### src/logic/sortq_pkg.sv
`default_nettype none

package sortq_pkg;

  ////////////////////////////////////////////////////////////////////////////
  // Node operation, broadcast to every slot of the chain each cycle
  ////////////////////////////////////////////////////////////////////////////

  typedef enum logic [1:0] {
    OP_HOLD     = 2'd0,
    OP_PUSH     = 2'd1,
    OP_POP      = 2'd2,
    OP_PUSH_POP = 2'd3
  } node_op_e;

  // Key field is sized for the widest queue, nodes use the low KEY_W bits
  typedef struct packed {
    logic        valid;
    logic [31:0] key;
  } slot_t;

  // Limit of zero never reaches the queue, the config block clamps it
  typedef struct packed {
    logic       descend;
    logic [7:0] limit;
  } cfg_t;

  typedef struct packed {
    logic [7:0] count;
    logic       empty;
    logic       full;
    logic       err;
  } status_t;

endpackage

`default_nettype wire

### src/logic/queue_cfg.sv
`default_nettype none

module queue_cfg import sortq_pkg::*; #(
  parameter int DEPTH = 8
) (
  input  wire        clk,
  input  wire        arst_n_i,
  input  wire        cfg_we_i,
  input  wire        cfg_descend_i,
  input  wire  [7:0] cfg_limit_i,
  input  wire        empty_i,
  output cfg_t       cfg_o,
  output logic       cfg_err_o
);

  localparam logic [7:0] DEPTH_L = 8'(DEPTH);

  cfg_t cfg_q;
  logic [7:0] limit_clamped;
  logic       wr_ok;

  // Out of range limits fall back to the physical depth
  always_comb begin
    if (cfg_limit_i == 8'd0 || cfg_limit_i > DEPTH_L) begin
      limit_clamped = DEPTH_L;
    end else begin
      limit_clamped = cfg_limit_i;
    end
  end

  // Order may only change with nothing stored
  assign wr_ok     = cfg_we_i && empty_i;
  assign cfg_err_o = cfg_we_i && !empty_i;

  ////////////////////////////////////////////////////////////////////////////
  // Configuration register
  ////////////////////////////////////////////////////////////////////////////

  always_ff @(posedge clk or negedge arst_n_i) begin
    if (!arst_n_i) begin
      cfg_q.descend <= 1'b0;
      cfg_q.limit   <= DEPTH_L;
    end else if (wr_ok) begin
      cfg_q.descend <= cfg_descend_i;
      cfg_q.limit   <= limit_clamped;
    end
  end

  assign cfg_o = cfg_q;

endmodule

`default_nettype wire

### src/logic/queue_ctrl.sv
`default_nettype none

module queue_ctrl import sortq_pkg::*; #(
  parameter int DEPTH = 8
) (
  input  wire       clk,
  input  wire       arst_n_i,
  input  wire       push_i,
  input  wire       pop_i,
  input  wire cfg_t cfg_i,
  input  wire       cfg_err_i,
  output node_op_e  op_o,
  output status_t   status_o
);

  localparam int CNT_W = $clog2(DEPTH + 1);

  logic [CNT_W-1:0] cnt_q;
  logic [7:0]       cnt_ext;
  logic             err_q;
  logic             empty;
  logic             below_limit;
  logic             push_ok;
  logic             pop_ok;
  logic             refused;

  assign cnt_ext     = 8'(cnt_q);
  assign empty       = (cnt_q == '0);
  assign below_limit = (cnt_ext < cfg_i.limit);

  ////////////////////////////////////////////////////////////////////////////
  // Acceptance and opcode
  ////////////////////////////////////////////////////////////////////////////

  // A pop frees the head, so a push at the limit still fits
  assign pop_ok  = pop_i && !empty;
  assign push_ok = push_i && (below_limit || pop_ok);
  assign refused = (push_i && !push_ok) || (pop_i && !pop_ok) || cfg_err_i;

  always_comb begin
    case ({push_ok, pop_ok})
      2'b10:   op_o = OP_PUSH;
      2'b01:   op_o = OP_POP;
      2'b11:   op_o = OP_PUSH_POP;
      default: op_o = OP_HOLD;
    endcase
  end

  ////////////////////////////////////////////////////////////////////////////
  // Occupancy and error pulse
  ////////////////////////////////////////////////////////////////////////////

  always_ff @(posedge clk or negedge arst_n_i) begin
    if (!arst_n_i) begin
      cnt_q <= '0;
    end else if (push_ok && !pop_ok) begin
      cnt_q <= cnt_q + CNT_W'(1);
    end else if (pop_ok && !push_ok) begin
      cnt_q <= cnt_q - CNT_W'(1);
    end
  end

  // One cycle wide, raised after any dropped strobe
  always_ff @(posedge clk or negedge arst_n_i) begin
    if (!arst_n_i) begin
      err_q <= 1'b0;
    end else begin
      err_q <= refused;
    end
  end

  always_comb begin
    status_o.count = cnt_ext;
    status_o.empty = empty;
    status_o.full  = !below_limit;
    status_o.err   = err_q;
  end

endmodule

`default_nettype wire

### src/logic/sort_node.sv
`default_nettype none

module sort_node import sortq_pkg::*; #(
  parameter int KEY_W = 16
) (
  input  wire              clk,
  input  wire              arst_n_i,
  input  wire node_op_e    op_i,
  input  wire  [KEY_W-1:0] key_i,
  input  wire cfg_t        cfg_i,
  input  wire slot_t       left_slot_i,
  input  wire              left_beats_i,
  input  wire slot_t       right_slot_i,
  input  wire              right_beats_i,
  input  wire              is_head_i,
  output slot_t            slot_o,
  output logic             beats_o
);

  logic             valid_q;
  logic [KEY_W-1:0] key_q;
  slot_t            new_slot;
  slot_t            slot_n;
  logic             key_lt;
  logic             key_gt;

  always_comb begin
    slot_o                  = '0;
    slot_o.valid            = valid_q;
    slot_o.key[KEY_W-1:0]   = key_q;
    new_slot                = '0;
    new_slot.valid          = 1'b1;
    new_slot.key[KEY_W-1:0] = key_i;
  end

  ////////////////////////////////////////////////////////////////////////////
  // Compare path
  ////////////////////////////////////////////////////////////////////////////

  // Strict compare keeps equal keys in arrival order
  assign key_lt  = (key_i < key_q);
  assign key_gt  = (key_i > key_q);
  assign beats_o = !valid_q || (cfg_i.descend ? key_gt : key_lt);

  ////////////////////////////////////////////////////////////////////////////
  // Slot update
  ////////////////////////////////////////////////////////////////////////////

  always_comb begin
    slot_n = slot_o;
    case (op_i)
      OP_HOLD: slot_n = slot_o;
      OP_PUSH: begin
        // Everything from the insertion point shifts right
        if (left_beats_i) begin
          slot_n = left_slot_i;
        end else if (beats_o) begin
          slot_n = new_slot;
        end
      end
      OP_POP:  slot_n = right_slot_i;
      OP_PUSH_POP: begin
        // Shift left up to the point where the new key lands
        if (!right_beats_i) begin
          slot_n = right_slot_i;
        end else if (is_head_i || !beats_o) begin
          slot_n = new_slot;
        end
      end
      default: slot_n = slot_o;
    endcase
  end

  always_ff @(posedge clk or negedge arst_n_i) begin
    if (!arst_n_i) begin
      valid_q <= 1'b0;
    end else begin
      valid_q <= slot_n.valid;
    end
  end

  always_ff @(posedge clk) begin
    key_q <= slot_n.key[KEY_W-1:0];
  end

endmodule

`default_nettype wire

### src/logic/sort_queue_top.sv
`default_nettype none

module sort_queue_top import sortq_pkg::*; #(
  parameter int DEPTH = 8,
  parameter int KEY_W = 16
) (
  input  wire              clk,
  input  wire              arst_n_i,
  input  wire              push_i,
  input  wire  [KEY_W-1:0] key_i,
  input  wire              pop_i,
  input  wire              cfg_we_i,
  input  wire              cfg_descend_i,
  input  wire        [7:0] cfg_limit_i,
  output slot_t            head_o,
  output status_t          status_o
);

  cfg_t     cfg;
  status_t  status;
  node_op_e op;
  logic     cfg_err;

  // Entry 0 and entry DEPTH+1 are the fixed chain ends, node i sits at i+1
  slot_t chain_slot  [DEPTH+2];
  logic  chain_beats [DEPTH+2];

  ////////////////////////////////////////////////////////////////////////////
  // Control side
  ////////////////////////////////////////////////////////////////////////////

  queue_cfg #(
    .DEPTH(DEPTH)
  ) u_cfg (
    .clk          (clk),
    .arst_n_i     (arst_n_i),
    .cfg_we_i     (cfg_we_i),
    .cfg_descend_i(cfg_descend_i),
    .cfg_limit_i  (cfg_limit_i),
    .empty_i      (status.empty),
    .cfg_o        (cfg),
    .cfg_err_o    (cfg_err)
  );

  queue_ctrl #(
    .DEPTH(DEPTH)
  ) u_ctrl (
    .clk      (clk),
    .arst_n_i (arst_n_i),
    .push_i   (push_i),
    .pop_i    (pop_i),
    .cfg_i    (cfg),
    .cfg_err_i(cfg_err),
    .op_o     (op),
    .status_o (status)
  );

  ////////////////////////////////////////////////////////////////////////////
  // Node chain
  ////////////////////////////////////////////////////////////////////////////

  // Left end looks like a full slot the new key never passes
  assign chain_slot[0]        = '{valid: 1'b1, key: '0};
  assign chain_beats[0]       = 1'b0;
  // Right end is an empty slot, which every key beats
  assign chain_slot[DEPTH+1]  = '{valid: 1'b0, key: '0};
  assign chain_beats[DEPTH+1] = 1'b1;

  for (genvar i = 0; i < DEPTH; i++) begin : g_node
    sort_node #(
      .KEY_W(KEY_W)
    ) u_node (
      .clk          (clk),
      .arst_n_i     (arst_n_i),
      .op_i         (op),
      .key_i        (key_i),
      .cfg_i        (cfg),
      .left_slot_i  (chain_slot[i]),
      .left_beats_i (chain_beats[i]),
      .right_slot_i (chain_slot[i+2]),
      .right_beats_i(chain_beats[i+2]),
      .is_head_i    (i == 0),
      .slot_o       (chain_slot[i+1]),
      .beats_o      (chain_beats[i+1])
    );
  end

  assign head_o   = chain_slot[1];
  assign status_o = status;

endmodule

`default_nettype wire

### config.mk
export PLATFORM = sky130hd
export DESIGN_NAME = sort_queue_top
export DESIGN_NICKNAME = d
export VERILOG_FILES = /design/src/logic/sortq_pkg.sv /design/src/logic/queue_cfg.sv /design/src/logic/queue_ctrl.sv /design/src/logic/sort_node.sv /design/src/logic/sort_queue_top.sv
export SDC_FILE = /design/constraint.sdc
export NUM_CORES = 1
export LEC_CHECK = 0
export BUFFER_PORTS_ARGS = -buffer_cell sky130_fd_sc_hd__buf_4
export CORE_MARGIN = 2
export CORE_UTILIZATION = 39
export CTS_BUF_LIST = sky130_fd_sc_hd__clkbuf_8
export CTS_CLUSTER_DIAMETER = 40
export DETAILED_ROUTE_END_ITERATION = 8
export GPL_TIMING_DRIVEN = 1
export PLACE_DENSITY = 0.57
export SLEW_MARGIN = 25
export SYNTH_ARGS = -nofsm -noshare
export SYNTH_HDL_FRONTEND = slang
export SYNTH_SLANG_ARGS = --single-unit
### constraint.sdc
create_clock -name clk -period 6.7 [get_ports clk]
set_input_delay 1.34 -clock clk [delete_from_list [all_inputs] [get_ports clk]]
set_output_delay 1.34 -clock clk [all_outputs]
set_load 0.02 [all_outputs]
==> summary.txt <==
GRT
  • Largest net degree at the start of global routing: 51
  • Vias in the first global route: 8503
  • First-pass GRT wire length: 47.82 mm
  • Initial antenna violation count: 0
  • Global route total overflow: 0
  • GR Util All Layers: between 20% and 30%

Final layout
  • Share of cells above drive strength 1: a little over an eighth
  • # diodes: 0
  • Area delta synth->final: 8.456%
  • Post-Layout Cell Count: 1553
  • Fillers: between 2k and 3k
  • Nets: between 1k and 1.5k

Placed design
  • DP Worst Slack: approximately 1.8 ns
  • Placed Cells: 1521
  • Final HPWL DP: between 20 and 25 mm
  • Port-buffer cells: 53
  • Routability congestion estimate: ~0.82

Detailed routing
  • Residual DRC: 0
  • Vias per cell: 5.585
  • Antenna Violating Nets Remaining: 0
  • Overall routed net length: around 30 mm
  • Via count: 8673
  • TritonRoute pass-1 iters: 5
  • Initial drt markers: 702
  • WL per Instance: 19.12 um

Worst setup path
  • Worst path arrival time: 4.75 ns
  • Worst Path Max Fanout: 50
  • R2R Path Start: g_node[1].u_node.key_q[11]
  • Critical Path Start Type: input pin
  • Worst Path Required: 7.01 ns
  • Worst setup path start: key_i[15]
  • Critical Setup Path Class: in -> reg
  • Crit end category: register

Flow run
  • Max cap viols: 0

Synthesis
  • Netlist cell types: 71
  • Mapped cell area: 0.01119 mm2
  • #FFs+latches synth: 150
  • Ys Warns: 0
  • Synth area leaders: edfxtp_1, ha_1, inv_1
  • Synth top area share: between 30 and 40%
  • Sequential-to-total area share from yosys stat: 39.29%
  • Mapped Cells: 1137
  • Post-synth top flop: edfxtp_1
  • Post-synth top area cell: edfxtp_1
  • Async SR Flop Fraction: 14.67%
  • Syn_area_per_cell: 9.839 um2
  • Post-synth EDFFs: 128

Die
  • Die width: 173.4 um
  • Die area: 0.03006 mm2
  • Starting density of the core: between 30% and 40%
  • Die Ht: approximately 170 um
  • I/O Pins: between 70 and 80
  • Core box area: approximately 0.028 mm2
  • FP Rows: slightly above 60

Power
  • Worst vdd ir: 0.0002297 V
  • Pleak: 0.005233 uW
  • Pwr dens: 500.1 mW/mm2
  • Total power draw: 6068 uW

Timing
  • Clk_skew: 0.02197 ns
  • Fmax: between 0.2 and 0.25 GHz
  • Worst rel slew slack: 39.47%
  • Pins Over Slew Limit: 0
  • Setup_tns: 0 ns
  • Hold Vio Cnt, Final: 0
  • Slew @ Worst Pin: 0.9080 ns
  • RSZ-0062 raised after global routing: no
  • Period minus WS final: roughly 4.4 ns
  • Setup violators final: 0
  • PnR worst setup slack: 2.262 ns
  • Final period util: 66.25%

Clock tree
  • Root Buffer: clkbuf_8
  • H-tree depth: 4
  • Cts-stage hold buffer count: 0
  • CTS sink count: 150
  • Post-CTS Setup Inserts: 0
  • Total CTS buffers: 17
  • CTS tree: yes
  • CTS max path bufs: 2
  • PostCTS Resize Cnt: 0
  • CTS clk-pin slew, worst paths: 0.08 ns
  • Worst-Skew Late Latency: about 0.47 ns

Outcome
  • Status: finished, final reports clean

Worst hold path
  • Min-Delay Path Class: reg -> reg
  • Min-delay src: u_cfg.cfg_o[7]
-- metrics by stage --
step	hold slack [ns]	cell area, um2	utilization, %
floorplan	0.4437	11260	-
global placement	0.4609	11750	41.27
detailed placement	0.4656	11760	41.31
CTS	0.4859	12130	42.61
global route	0.5140	12130	42.62
finish	0.4868	12130	42.62
-- final cells by class --
| type | count | area [um2] | share of cell area [%] |
|---|---|---|---|
| Clock buffer | 17 | 234.0 | 1.928 |
| Clock inverter | 15 | 136.4 | 1.124 |
| Inverter | 154 | 578.1 | 4.764 |
| Multi-Input combinational cell | 763 | 5783 | 47.66 |
| Sequential cell | 150 | 4395 | 36.23 |
| Tap cell | 384 | 480.5 | 3.960 |
| Timing Repair Buffer | 70 | 525.5 | 4.331 |
-- final timing paths --
| kind | end | slack (ns) | cells after the start |
|---|---|---|---|
| max in group asynchronous | u_cfg.cfg_o[3] | 5.66 | 1 |
| worst min-delay path | u_cfg.cfg_o[7] | 0.49 | 1 |
| worst min register to register | u_cfg.cfg_o[7] | 0.49 | 1 |
| min in group asynchronous | g_node[6].u_node.valid_q | 0.75 | 1 |
| worst max register to register | g_node[2].u_node.key_q[13] | 2.90 | 11 |
| worst max-delay path | g_node[2].u_node.key_q[13] | 2.26 | 11 |
-- per-layer routing --
layer | GRT usage, % | vias to the layer above | share of wire, %
li1 | - | 4259 | -
met1 | 27.43 | 4182 | 47
met2 | 33.83 | 208 | 48
met3 | 3.180 | 24 | 4.0
met4 | 4.343 | 0 | 1.1
met5 | 0 | - | 0
-- Yosys cell counts (all sizes together) (2+ instances only) --
library cell,n
inv,153
ha,136
edfxtp,128
a21oi,100
nand2,72
buf,65
o22ai,65
a31oi,51
o21ai,44
nor2,26
clkbuf,24
nand4,23
o211ai,22
dfrtp,21
a22o,19
mux2i,19
a22oi,18
o2bb2ai,18
o31ai,18
nor2b,10
nor3,10
mux2,9
nand3,8
a21o,7
o21a,7
or4,7
and2,6
a211oi,4
a311oi,4
nand2b,4
nor4,4
xnor2,4
o41ai,3
or3,3
a2111o,2
and4,2
o211a,2
o311ai,2
or2,2
-- registers in the layout, summed over array words and instances (netlist names) --
register and flops:
u_ctrl.err_q 1, g_node.u_node.key_q 128, g_node.u_node.valid_q 8, u_ctrl.cnt_q 4
u_cfg.cfg_o 9
-- power by group --
part | switching [uW] | leakage (uW) | internal [uW]
registers | 418 | 0.00153 | 1730
logic | 1970 | 0.00351 | 1260
clock network | 368 | 0.000200 | 326
total | 2750 | 0.00523 | 3310
-- critical path, cell delays in order --
cell      delay [ns]
buf_4           0.18
ha_1            0.34
nand4_1         0.17
nor4_1          0.46
a21boi_0        0.46
o31ai_1         0.17
o311ai_4        0.11
buf_4           0.50
o22a_1          0.66
o22ai_1         0.15
a31oi_1         0.19
-- cell families after synthesis --
logic type / after synthesis / synth area share, %
AND/OR/NAND/NOR: 179 / 7.908
multiplexers: 28 / 2.606
flip-flops: 150 / 39.29
other: 1 / 0.03352
adder cells (fa/ha/maj): 137 / 15.39
buffers and inverters: 243 / 10.18
XOR/XNOR: 5 / 0.3914
AO/OA/AOI/OAI: 394 / 24.20
-- layout by cell type, fill, tap and decap left out, types with 7 or more instances in the layout --
master     synthesis  routed
a21o_1             7       7
a21oi_1           89      88
a21oi_2           11      12
a22o_1            19      19
a22oi_1           18      18
a31oi_1           51      51
buf_4             42      70
clkbuf_8           0      17
conb_1             1      20
dfrtp_1           21      21
edfxtp_1         128     128
ha_1             136     136
inv_1            153     154
mux2_2             7       7
mux2i_1           19      19
nand2_1           72      72
nand3_1            8       8
nand4_1           22      22
nor2_1            25      24
nor2b_1           10       9
nor3_1            10       9
o211ai_1          22      22
o21ai_0           36      36
o22ai_1           51      51
o22ai_2           14      14
o2bb2ai_1         18      18
o31ai_1           18      18
or4_1              7       7
(Power assumes the default switching activity.)
